--- config.mk ---
export PLATFORM = sky130hd
export DESIGN_NAME = exit_monitor
export DESIGN_NICKNAME = d
export VERILOG_FILES = /design/src/rtl/mem_sub_pkg.sv /design/src/rtl/exit_monitor.sv
export SDC_FILE = /design/constraint.sdc
export NUM_CORES = 1
export LEC_CHECK = 0
export ABC_AREA = 1
export BUFFER_PORTS_ARGS = -buffer_cell sky130_fd_sc_hd__buf_2
export CAP_MARGIN = 0
export CORE_MARGIN = 2
export CORE_UTILIZATION = 30
export CTS_CLUSTER_SIZE = 12
export DETAILED_ROUTE_END_ITERATION = 8
export MAX_ROUTING_LAYER = met4
export PLACE_DENSITY = 0.66
export SYNTH_ARGS = -nofsm -noshare
export SYNTH_HDL_FRONTEND = slang
export SYNTH_SLANG_ARGS = --single-unit
--- constraint.sdc ---
create_clock -name clk_i -period 1.55 [get_ports clk_i]
set_clock_uncertainty 0.1 [all_clocks]
set_input_delay 0.31 -clock clk_i [delete_from_list [all_inputs] [get_ports clk_i]]
set_output_delay 0.31 -clock clk_i [all_outputs]
set_load 0.01 [all_outputs]
--- src/rtl/mem_sub_pkg.sv ---
// Shared widths, address map and region encoding, imported by every memory subsystem block
package mem_sub_pkg;

  // ----------------------------------------
  // Bus widths
  // ----------------------------------------
  localparam int unsigned ADDR_W = 32;
  localparam int unsigned DATA_W = 64;
  localparam int unsigned EXIT_W = 32;

  // Bytes per memory word
  localparam int unsigned WORD_BYTES = DATA_W / 8;

  typedef logic [ADDR_W-1:0]     addr_t;
  typedef logic [DATA_W-1:0]     data_t;
  typedef logic [WORD_BYTES-1:0] strb_t;
  typedef logic [EXIT_W-1:0]     exit_code_t;

  // ----------------------------------------
  // Address map
  // ----------------------------------------
  // Main memory runs from MAIN_BASE up to USER_BASE
  localparam addr_t MAIN_BASE = 32'h8000_0000;
  // User memory starts here
  localparam addr_t USER_BASE = 32'h8400_0000;

  // Completion word written by the program under test
  localparam addr_t TOHOST_ADDR = 32'h8000_1000;

  // Bank depths in words, powers of two
  localparam int unsigned MAIN_WORDS = 256;
  localparam int unsigned USER_WORDS = 64;

  // ----------------------------------------
  // Request target
  // ----------------------------------------
  typedef enum logic [1:0] {
    REGION_EXT  = 2'd0,
    REGION_MAIN = 2'd1,
    REGION_USER = 2'd2
  } region_e;

endpackage
--- src/rtl/exit_monitor.sv ---
// End-of-test detector, latches the first completion write to the tohost word
module exit_monitor (
  input  logic                    clk_i,
  input  logic                    arst_n_i,
  input  logic                    req_i,
  input  logic                    we_i,
  input  mem_sub_pkg::addr_t      addr_i,
  input  mem_sub_pkg::data_t      wdata_i,
  output logic                    exit_valid_o,
  output mem_sub_pkg::exit_code_t exit_code_o
);
  import mem_sub_pkg::*;

  logic       exit_hit;
  logic       exit_valid_q;
  exit_code_t exit_code_q;

  // Bit 0 flags completion, the rest carries the code
  assign exit_hit = req_i && we_i && (addr_i == TOHOST_ADDR) && wdata_i[0]
                    && !exit_valid_q;

  always_ff @(posedge clk_i or negedge arst_n_i) begin
    if (!arst_n_i) begin
      exit_valid_q <= 1'b0;
      exit_code_q  <= '0;
    end else if (exit_hit) begin
      exit_valid_q <= 1'b1;
      exit_code_q  <= wdata_i[31:0] >> 1;
    end
  end

  assign exit_valid_o = exit_valid_q;
  assign exit_code_o  = exit_code_q;

endmodule

# After elaboration in Yosys (flattened, before gate mapping)
# Cells that the tools add are included.
totals:
  reg_bits: 32
  input_bits: 100
  output_inout_bits: 33
  wordCells: 8
op_classes:
  n_eq_ne: 1
  reduce_logical: 5
op_table:
  columns: ["cell", "count"]
  rows:
  - ["$eq A32 B32 Y1 const B", 1]
  - ["$logic_and A1 B1 Y1", 4]
  - ["$logic_not A1 Y1", 1]

# Longest topological paths before layout
logic_depth:
  depth_word: 4
  depth_mapped: 9
  depth_no_buf: 8

# Worst setup path before layout
# Ideal clock, no wire load.
synth_timing:
  kind: "register to register"
  from: "register exit_valid_q, in the netlist exit_valid_o"
  to: "register exit_code_q[0], in the netlist exit_code_o[0]"
  setup_time_ns: 0.117
  arrival_ns: 1.087
  required_time_ns: 1.333
  slack_ns: 0.246
  path_stages_with_launch: 8
  path_buffers: 1
  period_less_slack_ns: 1.304
  path_cell_list: "dfrtp_1 > inv_1 > nand3_1 > nor2_4 > nand3_4 > buf_6 > nand2_1 > nand2_1"
synth_between:
  elab_chain_cells: 2
synth_lines:
  columns: ["item", "line", "source"]
  rows:
  - ["from (decl)", "exit_monitor.sv:15", "logic exit_valid_q;"]
  - ["from (signal assigned)", "exit_monitor.sv:24", "exit_valid_q <= 1'b0;"]
  - ["from (signal assigned)", "exit_monitor.sv:27", "exit_valid_q <= 1'b1;"]
  - ["$logic_not A1 Y1", "exit_monitor.sv:20", "&& !exit_valid_q;"]
  - ["$logic_and A1 B1 Y1", "exit_monitor.sv:20", null]
  - ["to (signal assigned)", "exit_monitor.sv:28", "exit_code_q <= wdata_i[31:0] >> 1;"]
  - ["to (decl)", "exit_monitor.sv:16", "exit_code_t exit_code_q;"]
# Every way passes these cells.
# A chain may end at the register's enable or synchronous reset.

# Worst setup path after layout
layout_timing:
  from: "register exit_valid_q, in the netlist exit_valid_o"
  to: "register exit_code_q[2], in the netlist exit_code_o[2]"
# Same word-level chain as after synthesis.

==> results.py <==
metrics = {
    "worst_setup_path": {
        "end_kind": "flip-flop",
        "r2r_slack_ps": 200,
        "r2r_start": "exit_valid_o",
        "reg2reg_depth": 7,
        "cp-start-kind": "flip-flop",
        "worstReg2RegEnd": "exit_code_o[2]",
        "crit_end": "exit_code_o[2]",
        "worst-path-max-fanout": 18,
        "crit_required_ps": 1610,
        "path_class": "flip-flop to flip-flop",
        "cp-startpoint": "exit_valid_o",
        "worstPathArrival_ps": 1410,
    },
    "power": {
        "seq_power_share": 0.543,
        "combPwrFrac": 0.081,
        "ir_drop_mv": 0.322,
        "switching_power_mw": 0.326,
        "cellLeakagePower_nw": 1.40,
        "swShare": 0.212,
        "p_per_area_mw_per_mm2": 697,
        "clockPowerShare": 0.376,
        "intPower_mw": 1.21,
    },
    "placed_design": {
        "postPlaceCellArea_mm2": 0.00212,
        "gp_congestion": 0.733,
        "dp_hpwl_mm": 2.79,
        "dp.cells": 355,
        "dp_slack_ps": 97.6,
        "io_buffers": 99,
    },
    "cells_and_area": {
        "final_area_mm2": 0.00221,
        "diodes": 0,
        "drive_gt1_frac": 0.395,
        "final-seq-area_um2": 801,
        "fillCellCount": 513,
        "nets": 396,
        "multi_input_area_um2": 573,
        "instances_no_fill": 363,
        "synthToLayoutAreaGrowth_pct": 44.5,
    },
    "sta": {
        "max_freq_ghz": 0.742,
        "holdWs_ps": 165,
        "fin_crit_sh": 0.869,
        "final_max_slew_viol_count": 0,
        "setup_viol": 0,
        "rsz0062_at_grt": "false",
        "layout_setup_ws_ps": 202,
        "tns_ps": 0,
        "hold_viol": 0,
        "period_minus_slack_ps": 1350,
    },
    "route": {
        "first_iter_violations": 49,
        "vias": 1532,
        "first_pass_iters": 4,
        "drcViolationCount": 0,
        "vias_per_cell": 4.22,
        "drt_wl_total_mm": 3.67,
        "wire_per_inst_um": 10.1,
        "antenna_left": 0,
    },
    "die": {
        "fp.dieH_um": 75.4,
        "io-pin-count": 133,
        "num_rows": 25,
        "initial_core_util": 0.317,
        "die-width_um": 75.4,
        "core_area_mm2": 0.00482,
        "dieArea_mm2": 0.00568,
    },
    "synthesis": {
        "seq_area_frac_synth": 0.524,
        "syn-instance-count": 192,
        "synthTopCellsByCount": "nand2_1, dfrtp_1, nand3_1",
        "synth_area_leader_cell": "dfrtp_1",
        "synth_edf_count": 0,
        "yosysTopAreaCellShare": 0.524,
        "synth.most_common_cell": "nand2_1",
        "syn-num-nets": 292,
        "yosys_warnings": 0,
        "ys.flop_type": "dfrtp_1",
        "synthDistinctLibCells": 14,
        "async_flop_share": 1.00,
        "avgSynthCellArea_um2": 7.96,
        "synth_area_mm2": 0.00153,
        "synth-seq-cells": 32,
        "ys_top_cells_by_area": "dfrtp_1, nand2_1, nand3_1",
    },
    "run_status": {
        "status": "completed",
    },
    "grt": {
        "grt_max_degree": 33,
        "grt_pass1_vias": 1363,
        "grtUsageTotal": 0.139,
        "grt_pass1_wl_mm": 5.89,
        "overflow": 0,
        "antenna_found_initial": 0,
    },
    "clocking": {
        "post_cts_buffers": 0,
        "cts_sinks": 32,
        "root_buffer": "clkbuf_8",
        "worstSkewPairLatency_ps": 270,
        "cts_tree": "done",
        "cts_buffers": 5,
        "cts_max_path_buffers": 2,
        "path_clk_slew_ps": 60,
        "cts_htree_levels": 2,
    },
    "run": {
        "maxCapViolCount": 0,
    },
    "min_path": {
        "hold_path_class": "primary input to flip-flop",
    },
}
[per-stage QoR]
step	power, mW	util
5_1_grt	1.62	0.458
4_1_cts	1.57	0.458
3_5_place_dp	0.976	0.440
3_3_place_gp	0.974	0.440
2_1_floorplan	0.874	-
6_report	1.54	0.458
[worst min-delay path by stage]
stage | slack, ps | to | cells after the start | startpoint
floorplan | -90 | exit_code_o[0] | 0 | arst_n_i
global placement | 260 | exit_code_o[25] | 2 | arst_n_i
detailed placement | 260 | exit_code_o[25] | 2 | arst_n_i
CTS | 160 | exit_code_o[14] | 3 | wdata_i[15]
global route | 160 | exit_code_o[18] | 3 | wdata_i[19]
finish | 170 | exit_code_o[25] | 3 | wdata_i[26]
[power by group through the flow]
stage	Sequential (mW)	Clock (mW)	Combinational [mW]
after global routing	0.834	0.637	0.146
final	0.835	0.578	0.125
after global placement	0.851	0	0.123
after CTS	0.835	0.609	0.127
after detailed placement	0.851	0	0.125
after floorplan	0.851	0	0.0235
[critical path: stages, from the launching register on]
cell and delay [ps]:
dfrtp_1 380, inv_1 70, nand3_1 120, nor2_4 170, nand3_4 110, buf_12 170, nand2_1 60, nand2_1 50
[logic make-up after synthesis]
logic type	Yosys count	share of synthesized area
buffers and inverters	27	0.101
DFF	32	0.524
other	1	0.00245
and+or+nand+nor	132	0.373
[cells in the final DEF, fill, tap and decap left out]
master and count:
buf_2 99, nor2_4 2, buf_4 3, conb_1 1, nand2_1 78, clkinv_2 1
nand4_1 1, inv_2 1, dfrtp_1 32, buf_12 4, nor2_1 17, inv_1 16
nand3_1 32, clkbuf_8 5, nand3_4 1, clkbuf_1 1, dlygate4sd3_1 1, nor2_2 1
[state kept, by name (all words and copies together) (netlist names)]
signal,flops
exit_valid_o,1
exit_code_o,31
[per-layer routing]
layer | GRT usage | share of wire | wire [um]
met5 | - | 0 | 0
met4 | 0.0409 | 0.0046 | 17
met3 | 0.0344 | 0.076 | 280
met2 | 0.214 | 0.47 | 1730
met1 | 0.183 | 0.45 | 1640
[layout make-up]
class                           count  share of cell area
Clock buffer                        6              0.0329
Clock inverter                      1             0.00227
Multi-Input combinational cell    133               0.260
Inverter                           17              0.0289
Timing Repair Buffer              107               0.276
Sequential cell                    32               0.363
Tap cell                           67              0.0380
[timing repair]
action | 4_1_cts | 5_1_grt
hold buffers | 1 | 0
resized for setup | 0 | 0
endpoints found under the hold margin | 32 | 0
Power figures use the tool's default switching activity.
