File: src/rtl/mem_sub_pkg.sv
// Shared widths, address map and region encoding, imported by every memory subsystem block
package mem_sub_pkg;

  // ----------------------------------------
  // Bus widths
  // ----------------------------------------
  localparam int unsigned ADDR_W = 32;
  localparam int unsigned DATA_W = 64;
  localparam int unsigned EXIT_W = 32;

  // Bytes per memory word
  localparam int unsigned WORD_BYTES = DATA_W / 8;

  typedef logic [ADDR_W-1:0]     addr_t;
  typedef logic [DATA_W-1:0]     data_t;
  typedef logic [WORD_BYTES-1:0] strb_t;
  typedef logic [EXIT_W-1:0]     exit_code_t;

  // ----------------------------------------
  // Address map
  // ----------------------------------------
  // Main memory runs from MAIN_BASE up to USER_BASE
  localparam addr_t MAIN_BASE = 32'h8000_0000;
  // User memory starts here
  localparam addr_t USER_BASE = 32'h8400_0000;

  // Completion word written by the program under test
  localparam addr_t TOHOST_ADDR = 32'h8000_1000;

  // Bank depths in words, powers of two
  localparam int unsigned MAIN_WORDS = 256;
  localparam int unsigned USER_WORDS = 64;

  // ----------------------------------------
  // Request target
  // ----------------------------------------
  typedef enum logic [1:0] {
    REGION_EXT  = 2'd0,
    REGION_MAIN = 2'd1,
    REGION_USER = 2'd2
  } region_e;

endpackage
File: src/rtl/mem_router.sv
// Request router, steers each core access to the external slave or an internal bank
module mem_router (
  input  logic                                       clk_i,
  input  logic                                       arst_n_i,
  // Core request
  input  logic                                       req_i,
  input  logic                                       we_i,
  input  mem_sub_pkg::addr_t                         addr_i,
  input  mem_sub_pkg::strb_t                         be_i,
  input  mem_sub_pkg::data_t                         wdata_i,
  // Core response
  output mem_sub_pkg::data_t                         rdata_o,
  output logic                                       rvalid_o,
  // External slave
  input  logic                                       ext_active_i,
  output logic                                       ext_req_o,
  output logic                                       ext_we_o,
  output mem_sub_pkg::addr_t                         ext_addr_o,
  output mem_sub_pkg::strb_t                         ext_be_o,
  output mem_sub_pkg::data_t                         ext_wdata_o,
  input  mem_sub_pkg::data_t                         ext_rdata_i,
  input  logic                                       ext_rvalid_i,
  // Main bank
  output logic                                       main_req_o,
  output logic                                       main_we_o,
  output logic [$clog2(mem_sub_pkg::MAIN_WORDS)-1:0] main_idx_o,
  output mem_sub_pkg::strb_t                         main_be_o,
  output mem_sub_pkg::data_t                         main_wdata_o,
  input  mem_sub_pkg::data_t                         main_rdata_i,
  // User bank
  output logic                                       user_req_o,
  output logic                                       user_we_o,
  output logic [$clog2(mem_sub_pkg::USER_WORDS)-1:0] user_idx_o,
  output mem_sub_pkg::strb_t                         user_be_o,
  output mem_sub_pkg::data_t                         user_wdata_o,
  input  mem_sub_pkg::data_t                         user_rdata_i
);
  import mem_sub_pkg::*;

  localparam int unsigned OFF_W   = $clog2(WORD_BYTES);
  localparam int unsigned MAIN_IW = $clog2(MAIN_WORDS);
  localparam int unsigned USER_IW = $clog2(USER_WORDS);

  region_e req_region;
  addr_t   main_off;
  addr_t   user_off;
  logic    rd_valid_q;
  region_e rd_region_q;

  // ----------------------------------------
  // Request classification
  // ----------------------------------------
  always_comb begin
    if (ext_active_i) begin
      req_region = REGION_EXT;
    end else if (addr_i >= USER_BASE) begin
      req_region = REGION_USER;
    end else begin
      req_region = REGION_MAIN;
    end
  end

  // Byte offsets from each bank base, upper bits drop out so addresses alias
  assign main_off = addr_i - MAIN_BASE;
  assign user_off = addr_i - USER_BASE;

  // ----------------------------------------
  // Bank requests
  // ----------------------------------------
  assign main_req_o   = req_i && (req_region == REGION_MAIN);
  assign main_we_o    = we_i;
  assign main_idx_o   = main_off[MAIN_IW+OFF_W-1:OFF_W];
  assign main_be_o    = be_i;
  assign main_wdata_o = wdata_i;

  assign user_req_o   = req_i && (req_region == REGION_USER);
  assign user_we_o    = we_i;
  assign user_idx_o   = user_off[USER_IW+OFF_W-1:OFF_W];
  assign user_be_o    = be_i;
  assign user_wdata_o = wdata_i;

  // ----------------------------------------
  // External request, held low when unused
  // ----------------------------------------
  assign ext_req_o   = ext_active_i ? req_i : 1'b0;
  assign ext_we_o    = ext_active_i ? we_i : 1'b0;
  assign ext_addr_o  = ext_active_i ? addr_i : '0;
  assign ext_be_o    = ext_active_i ? be_i : '0;
  assign ext_wdata_o = ext_active_i ? wdata_i : '0;

  // ----------------------------------------
  // Read response tracking
  // ----------------------------------------
  // One entry is enough, banks answer in exactly one cycle
  always_ff @(posedge clk_i or negedge arst_n_i) begin
    if (!arst_n_i) begin
      rd_valid_q  <= 1'b0;
      rd_region_q <= REGION_MAIN;
    end else begin
      rd_valid_q  <= req_i && !we_i && (req_region != REGION_EXT);
      rd_region_q <= req_region;
    end
  end

  // Response mux
  always_comb begin
    if (ext_active_i) begin
      rvalid_o = ext_rvalid_i;
      rdata_o  = ext_rdata_i;
    end else begin
      rvalid_o = rd_valid_q;
      rdata_o  = (rd_region_q == REGION_USER) ? user_rdata_i : main_rdata_i;
    end
  end

endmodule

File: config.mk
export PLATFORM = sky130hd
export DESIGN_NAME = mem_router
export DESIGN_NICKNAME = d
export VERILOG_FILES = /design/src/rtl/mem_sub_pkg.sv /design/src/rtl/mem_router.sv
export SDC_FILE = /design/constraint.sdc
export NUM_CORES = 1
export LEC_CHECK = 0
export ABC_AREA = 1
export BUFFER_PORTS_ARGS = -buffer_cell sky130_fd_sc_hd__buf_2
export CORE_AREA = 2 2 247 249
export CTS_BUF_LIST = sky130_fd_sc_hd__clkbuf_4
export DETAILED_ROUTE_END_ITERATION = 10
export DIE_AREA = 0 0 249 251
export PLACE_DENSITY_LB_ADDON = 0.05
export SLEW_MARGIN = 20
export SYNTH_ARGS = -nofsm -noshare
export SYNTH_HDL_FRONTEND = slang
export SYNTH_SLANG_ARGS = --single-unit
File: constraint.sdc
create_clock -name clk_i -period 1.41 [get_ports clk_i]
set_input_delay 0 -clock clk_i [delete_from_list [all_inputs] [get_ports clk_i]]
set_output_delay 0 -clock clk_i [all_outputs]
set_load 0.05 [all_outputs]
# [After elaboration in Yosys (flattened, before gate mapping)]
# Index checks and enable logic that the tools add are counted.
[classes] addsub=2 n_lt_le_gt_ge=1 n_eq_ne=3 mux=10 n_reduce_logical=6
[ops] operator="64-bit two-way mux" n=3
[ops] operator="32-bit >= comparator (second input constant)" n=1
[ops] operator="32-bit two-way mux" n=1
[ops] operator="11-bit by 1-bit subtractor with 11-bit output (second input constant)" n=1
[ops] operator="9-bit by 1-bit subtractor with 9-bit output (second input constant)" n=1
[ops] operator="8-bit two-way mux" n=1
[ops] operator="2-bit == test (second input constant)" n=2
[ops] operator="1-bit logical AND" n=4
[ops] operator="2-bit two-way mux" n=2
[ops] operator="1-bit two-way mux" n=3
[ops] operator="2-bit by 1-bit == test with 1-bit output (second input constant)" n=1
[ops] operator="2-bit nonzero test" n=1
[ops] operator="1-bit zero test" n=1
[totals] reg_bits=3 in_bits=302 out_inout_bits=333 wordCells=24

# [Depth between registers and ports, before layout]
[logic_depth] ltp_word=5 depth_mapped=6 mapped_depth_nobuf=5

# [Worst setup path before layout]
# No wires, ideal clock.
[synth_timing] path_kind="reg2out" start="reg rd_region_q[0]" end="out rdata_o[10]" t_arrival_ns=1.688 t_required_ns=1.410 setup_slack_ns=-0.278 path_stages_with_launch=6 path_buffers=1 cell_sequence="dfstp_2 > inv_1 > nand2_2 > buf_2 > nand2_1 > a31oi_1"
[synth_between] elab_chain_len=3
[synth_rtl] item="from (decl)" line="mem_router.sv:48" source="region_e rd_region_q;"
[synth_rtl] item="from (signal assigned)" line="mem_router.sv:101" source="rd_region_q <= req_region;"
[synth_rtl] item="2-bit == test" line="mem_router.sv:112" source="rdata_o = (rd_region_q == REGION_USER) ? user_rdata_i : main_rdata_i;"
[synth_rtl] item="64-bit two-way mux" line="mem_router.sv:112"
[synth_rtl] item="64-bit two-way mux" line="mem_router.sv:107" source="if (ext_active_i) begin"
[synth_rtl] item="to (decl)" line="mem_router.sv:12" source="output mem_sub_pkg::data_t rdata_o,"
# Every way passes these cells.

# [Worst setup path in the final report]
[layout_timing] start="reg rd_region_q[0]" end="out rdata_o[53]"
# Same word-level chain as after synthesis.

==> run summary <==
The run finished, with violations left. The final reports fail on setup timing. For this configuration, the core starts out at a cell density of 6.01%. The launch point of the worst hold path is addr_i[31]. The smallest clock period supported by the final layout is computed as 1640 ps. The synthesized netlist occupies a cell area of 0.00359 mm^2.

The post-synthesis register bit count is 3. STA puts the critical path data arrival time at 1640 ps. The horizontal die dimension is 249 um. The worst setup slack before clock tree synthesis came out at -101 ps.

The required time at the worst-slack endpoint is 1410 ps. The number of hold-slack violations in the final timing report came out at 0. Leaving out fill and tap cells, the most frequent cells in the layout are buf_2 (568), nand2_1 (141), inv_1 (110). The period utilization came out at 116%. The worst-case IR drop observed on VDD is 0.167 mV.

The remaining antenna violation count after routing is 0. The number of top-level design ports came out at 635. The relative slew slack came out at 68.2%. The tightest min-delay check is of the in -> reg type. The overall power came out at 5070 uW. In this run the biggest area consumer among cell types represents 34.7% of the synthesized area. The number of nets in the finished design is 1,483. The die extent in y came out at 251 um. The count of non-filler cells in the finished layout came out at 1,966. Input and output buffers added on the ports amount to 634. The part of the Yosys area used for sequential elements came out at 2.12%. The leftover overflow at the end of global routing is 0. By area the synthesized netlist is led by buf_4 (35%), nand2_1 (18%), inv_1 (12%).

The proportion of layout cells with a drive suffix above 1 came out at 69.3%. The worst hold slack after final layout is 76.4 ps. The number of vias in the routed layout is 5,976.

The maximum clock frequency is 610 MHz. The standby leakage power is 0.00499 uW. The clock-pin slew reported for the worst setup and hold paths after clock tree synthesis came out at 40 ps.

The number of library cell types mapped by synthesis came out at 14. Synthesis handed over a netlist of 696 instances. The top fanout value on the critical path is 5. Max-cap violations in this run came to 0. The most common library cell in the layout ignoring fill and taps is buf_2. After detailed placement, the design holds a cell count of 1,941. The total half-perimeter wirelength after legalization and detailed placement came out at 26,300 um. The switching share of power is 65.9%. Before antenna repair, the detailed router went through 4 iterations. The net count after synthesis came out at 998.

The mean number of vias per cell is 3.04. Following the worst setup path forward leads to its endpoint at rdata_o[53]. STA classifies the critical path endpoint as a primary output. The average wire per standard cell is 16.1 um. The detailed router finished its first iteration with 139 violations. The startpoint type of the worst setup path is a register. Cell internal power was estimated by the tool at 1730 uW. Entering global routing, the biggest net connects 109 pins. The count of unresolved DRC violations after routing is 0. The first global-routing pass estimated 41,700 um of wire. The combinational cell fraction of total power is 94.7%.

The share of total power dissipated in sequential elements is 2.0%. The region available for standard cell placement spans 0.0598 mm^2. The tree is rooted in a clkbuf_4. The total of endpoints with negative setup slack in the final report came out at 64. The number of warnings printed during yosys synthesis is 0. The number of max-slew violations in the final report is 0. Dividing total power by cell area gives a power density of 578 mW/mm^2. The final total negative setup slack is -11,010 ps.

Setup repair after global routing could not meet its margin everywhere. Relative to the synthesized area, the layout overhead comes to 144%. The total routing usage reported by global routing is 9.05%.

The origin of the worst setup path is rd_region_q[0]$_DFF_PN1_. For this design the total switching power over the nets is 3340 uW. The mean cell area of the mapped netlist came out at 5.16 um^2.

buf_4 takes more of the synthesized area than any other cell. In this run the deepest clock path goes through 2 buffers. TritonCTS built the clock tree. The total length of routed wires is 31,700 um. The final RePlAce weighted congestion came out at 0.719. The floorplan step defined a die boundary enclosing 0.0625 mm^2.

The least setup slack across all paths after layout is -229 ps. The maximum level of the CTS H-tree is 1. The proportion of power drawn by the clock network is 3.3%. The total clock sinks is 3. The delay contributed by the slowest stage of the critical path came out at 570 ps. For this design, the slowest cell found on the critical path is dfstp_2. The row count came out at 90. The number of global-route vias before repair came out at 6,019. By instance count, the cell type seen most on the critical path is buf_12. Walking the worst path, the cells encountered are inv_8, nand2_8, buf_12, buf_8, nand2_4, a31oi_4, buf_12.

The worst setup path is of the reg -> out kind. Buffers inserted during clock tree synthesis total 3. At the pin with the least slew margin, the transition time is 477 ps. The number of antenna violations at the first check in global routing was 5.
==> metrics by stage <==
step           utilization (%)  instance area [um^2]
2_1_floorplan                -                  3990
3_3_place_gp              12.3                  7380
3_5_place_dp              12.3                  7380
4_1_cts                   13.5                  8070
5_1_grt                   14.7                  8760
6_report                  14.7                  8770
==> routing by layer <==
| layer | GRT usage (%) | wire (um) | part of all wire, % |
|---|---|---|---|
| met1 | 9.19 | 11100 | 35 |
| met2 | 18.6 | 18000 | 57 |
| met3 | 2.24 | 2240 | 7.1 |
| met4 | 1.45 | 353 | 1.1 |
| met5 | 0 | 23 | 0.073 |
==> cell usage after synthesis (all sizes together) <==
cell and number:
dfrtp 2, inv 112, nand3 66, a31oi 64, nor3 1, dfstp 1
nand2 176, nor2 68, buf 198, clkbuf 8
==> worst min-delay path by stage <==
stage | to | slack [ps] | cells past startpoint
2_1_floorplan | rd_region_q[1]$_DFF_PN0_ | -300 | 0
3_3_place_gp | rd_valid_q$_DFF_PN0_ | -180 | 1
3_5_place_dp | rd_valid_q$_DFF_PN0_ | -190 | 1
4_1_cts | rd_region_q[0]$_DFF_PN1_ | 90 | 4
5_1_grt | rd_region_q[1]$_DFF_PN0_ | 140 | 2
6_report | rd_region_q[0]$_DFF_PN1_ | 80 | 4
==> final cells by class <==
class	instances	area (um^2)
Clock buffer	4	30.0
Sequential cell	3	80.1
Fill cell	7039	51000
Multi-Input combinational cell	376	2730
Tap cell	782	978
Antenna cell	4	10.0
Timing Repair Buffer	685	4500
Inverter	112	433
==> sequential cells by signal, summed over array words and instances (netlist names) <==
name and flops:
rd_valid_q 1, rd_region_q 2
==> cell families (layout without fill, tap and decap cells) <==
group,after synthesis,count (layout),share of synthesized area (%)
other,0,4,0
and+or+nand+nor,311,312,34.9
buffers and inverters,318,801,51.8
DFF,3,3,2.12
AOI/OAI and AO/OA,64,64,11.1
==> critical path, delay by kind of cell (launching register included) <==
kind                   cells  cell delay, ps
flip-flops                 1             570
buffers and inverters      4             460
AND/OR/NAND/NOR            2             160
AO/OA/AOI/OAI              1             200
==> power by group through the flow <==
stage                     Clock (uW)  Sequential, uW  Combinational, uW
final                            168             103               4800
after floorplan                    0            94.3               3080
after global placement             0            98.2               4340
after detailed placement           0            98.4               4290
after global routing             194             104               5040
after CTS                        178            99.2               4610
==> repair_timing <==
action,in CTS,in global routing
hold endpoints to repair,4,0
setup endpoints to repair,64,64
gates cloned,3,6
setup buffers,4,3
resized for setup,137,117
pin swaps,5,20
hold buffers,2,0
No activity file was read; power rests on OpenSTA's default activity.
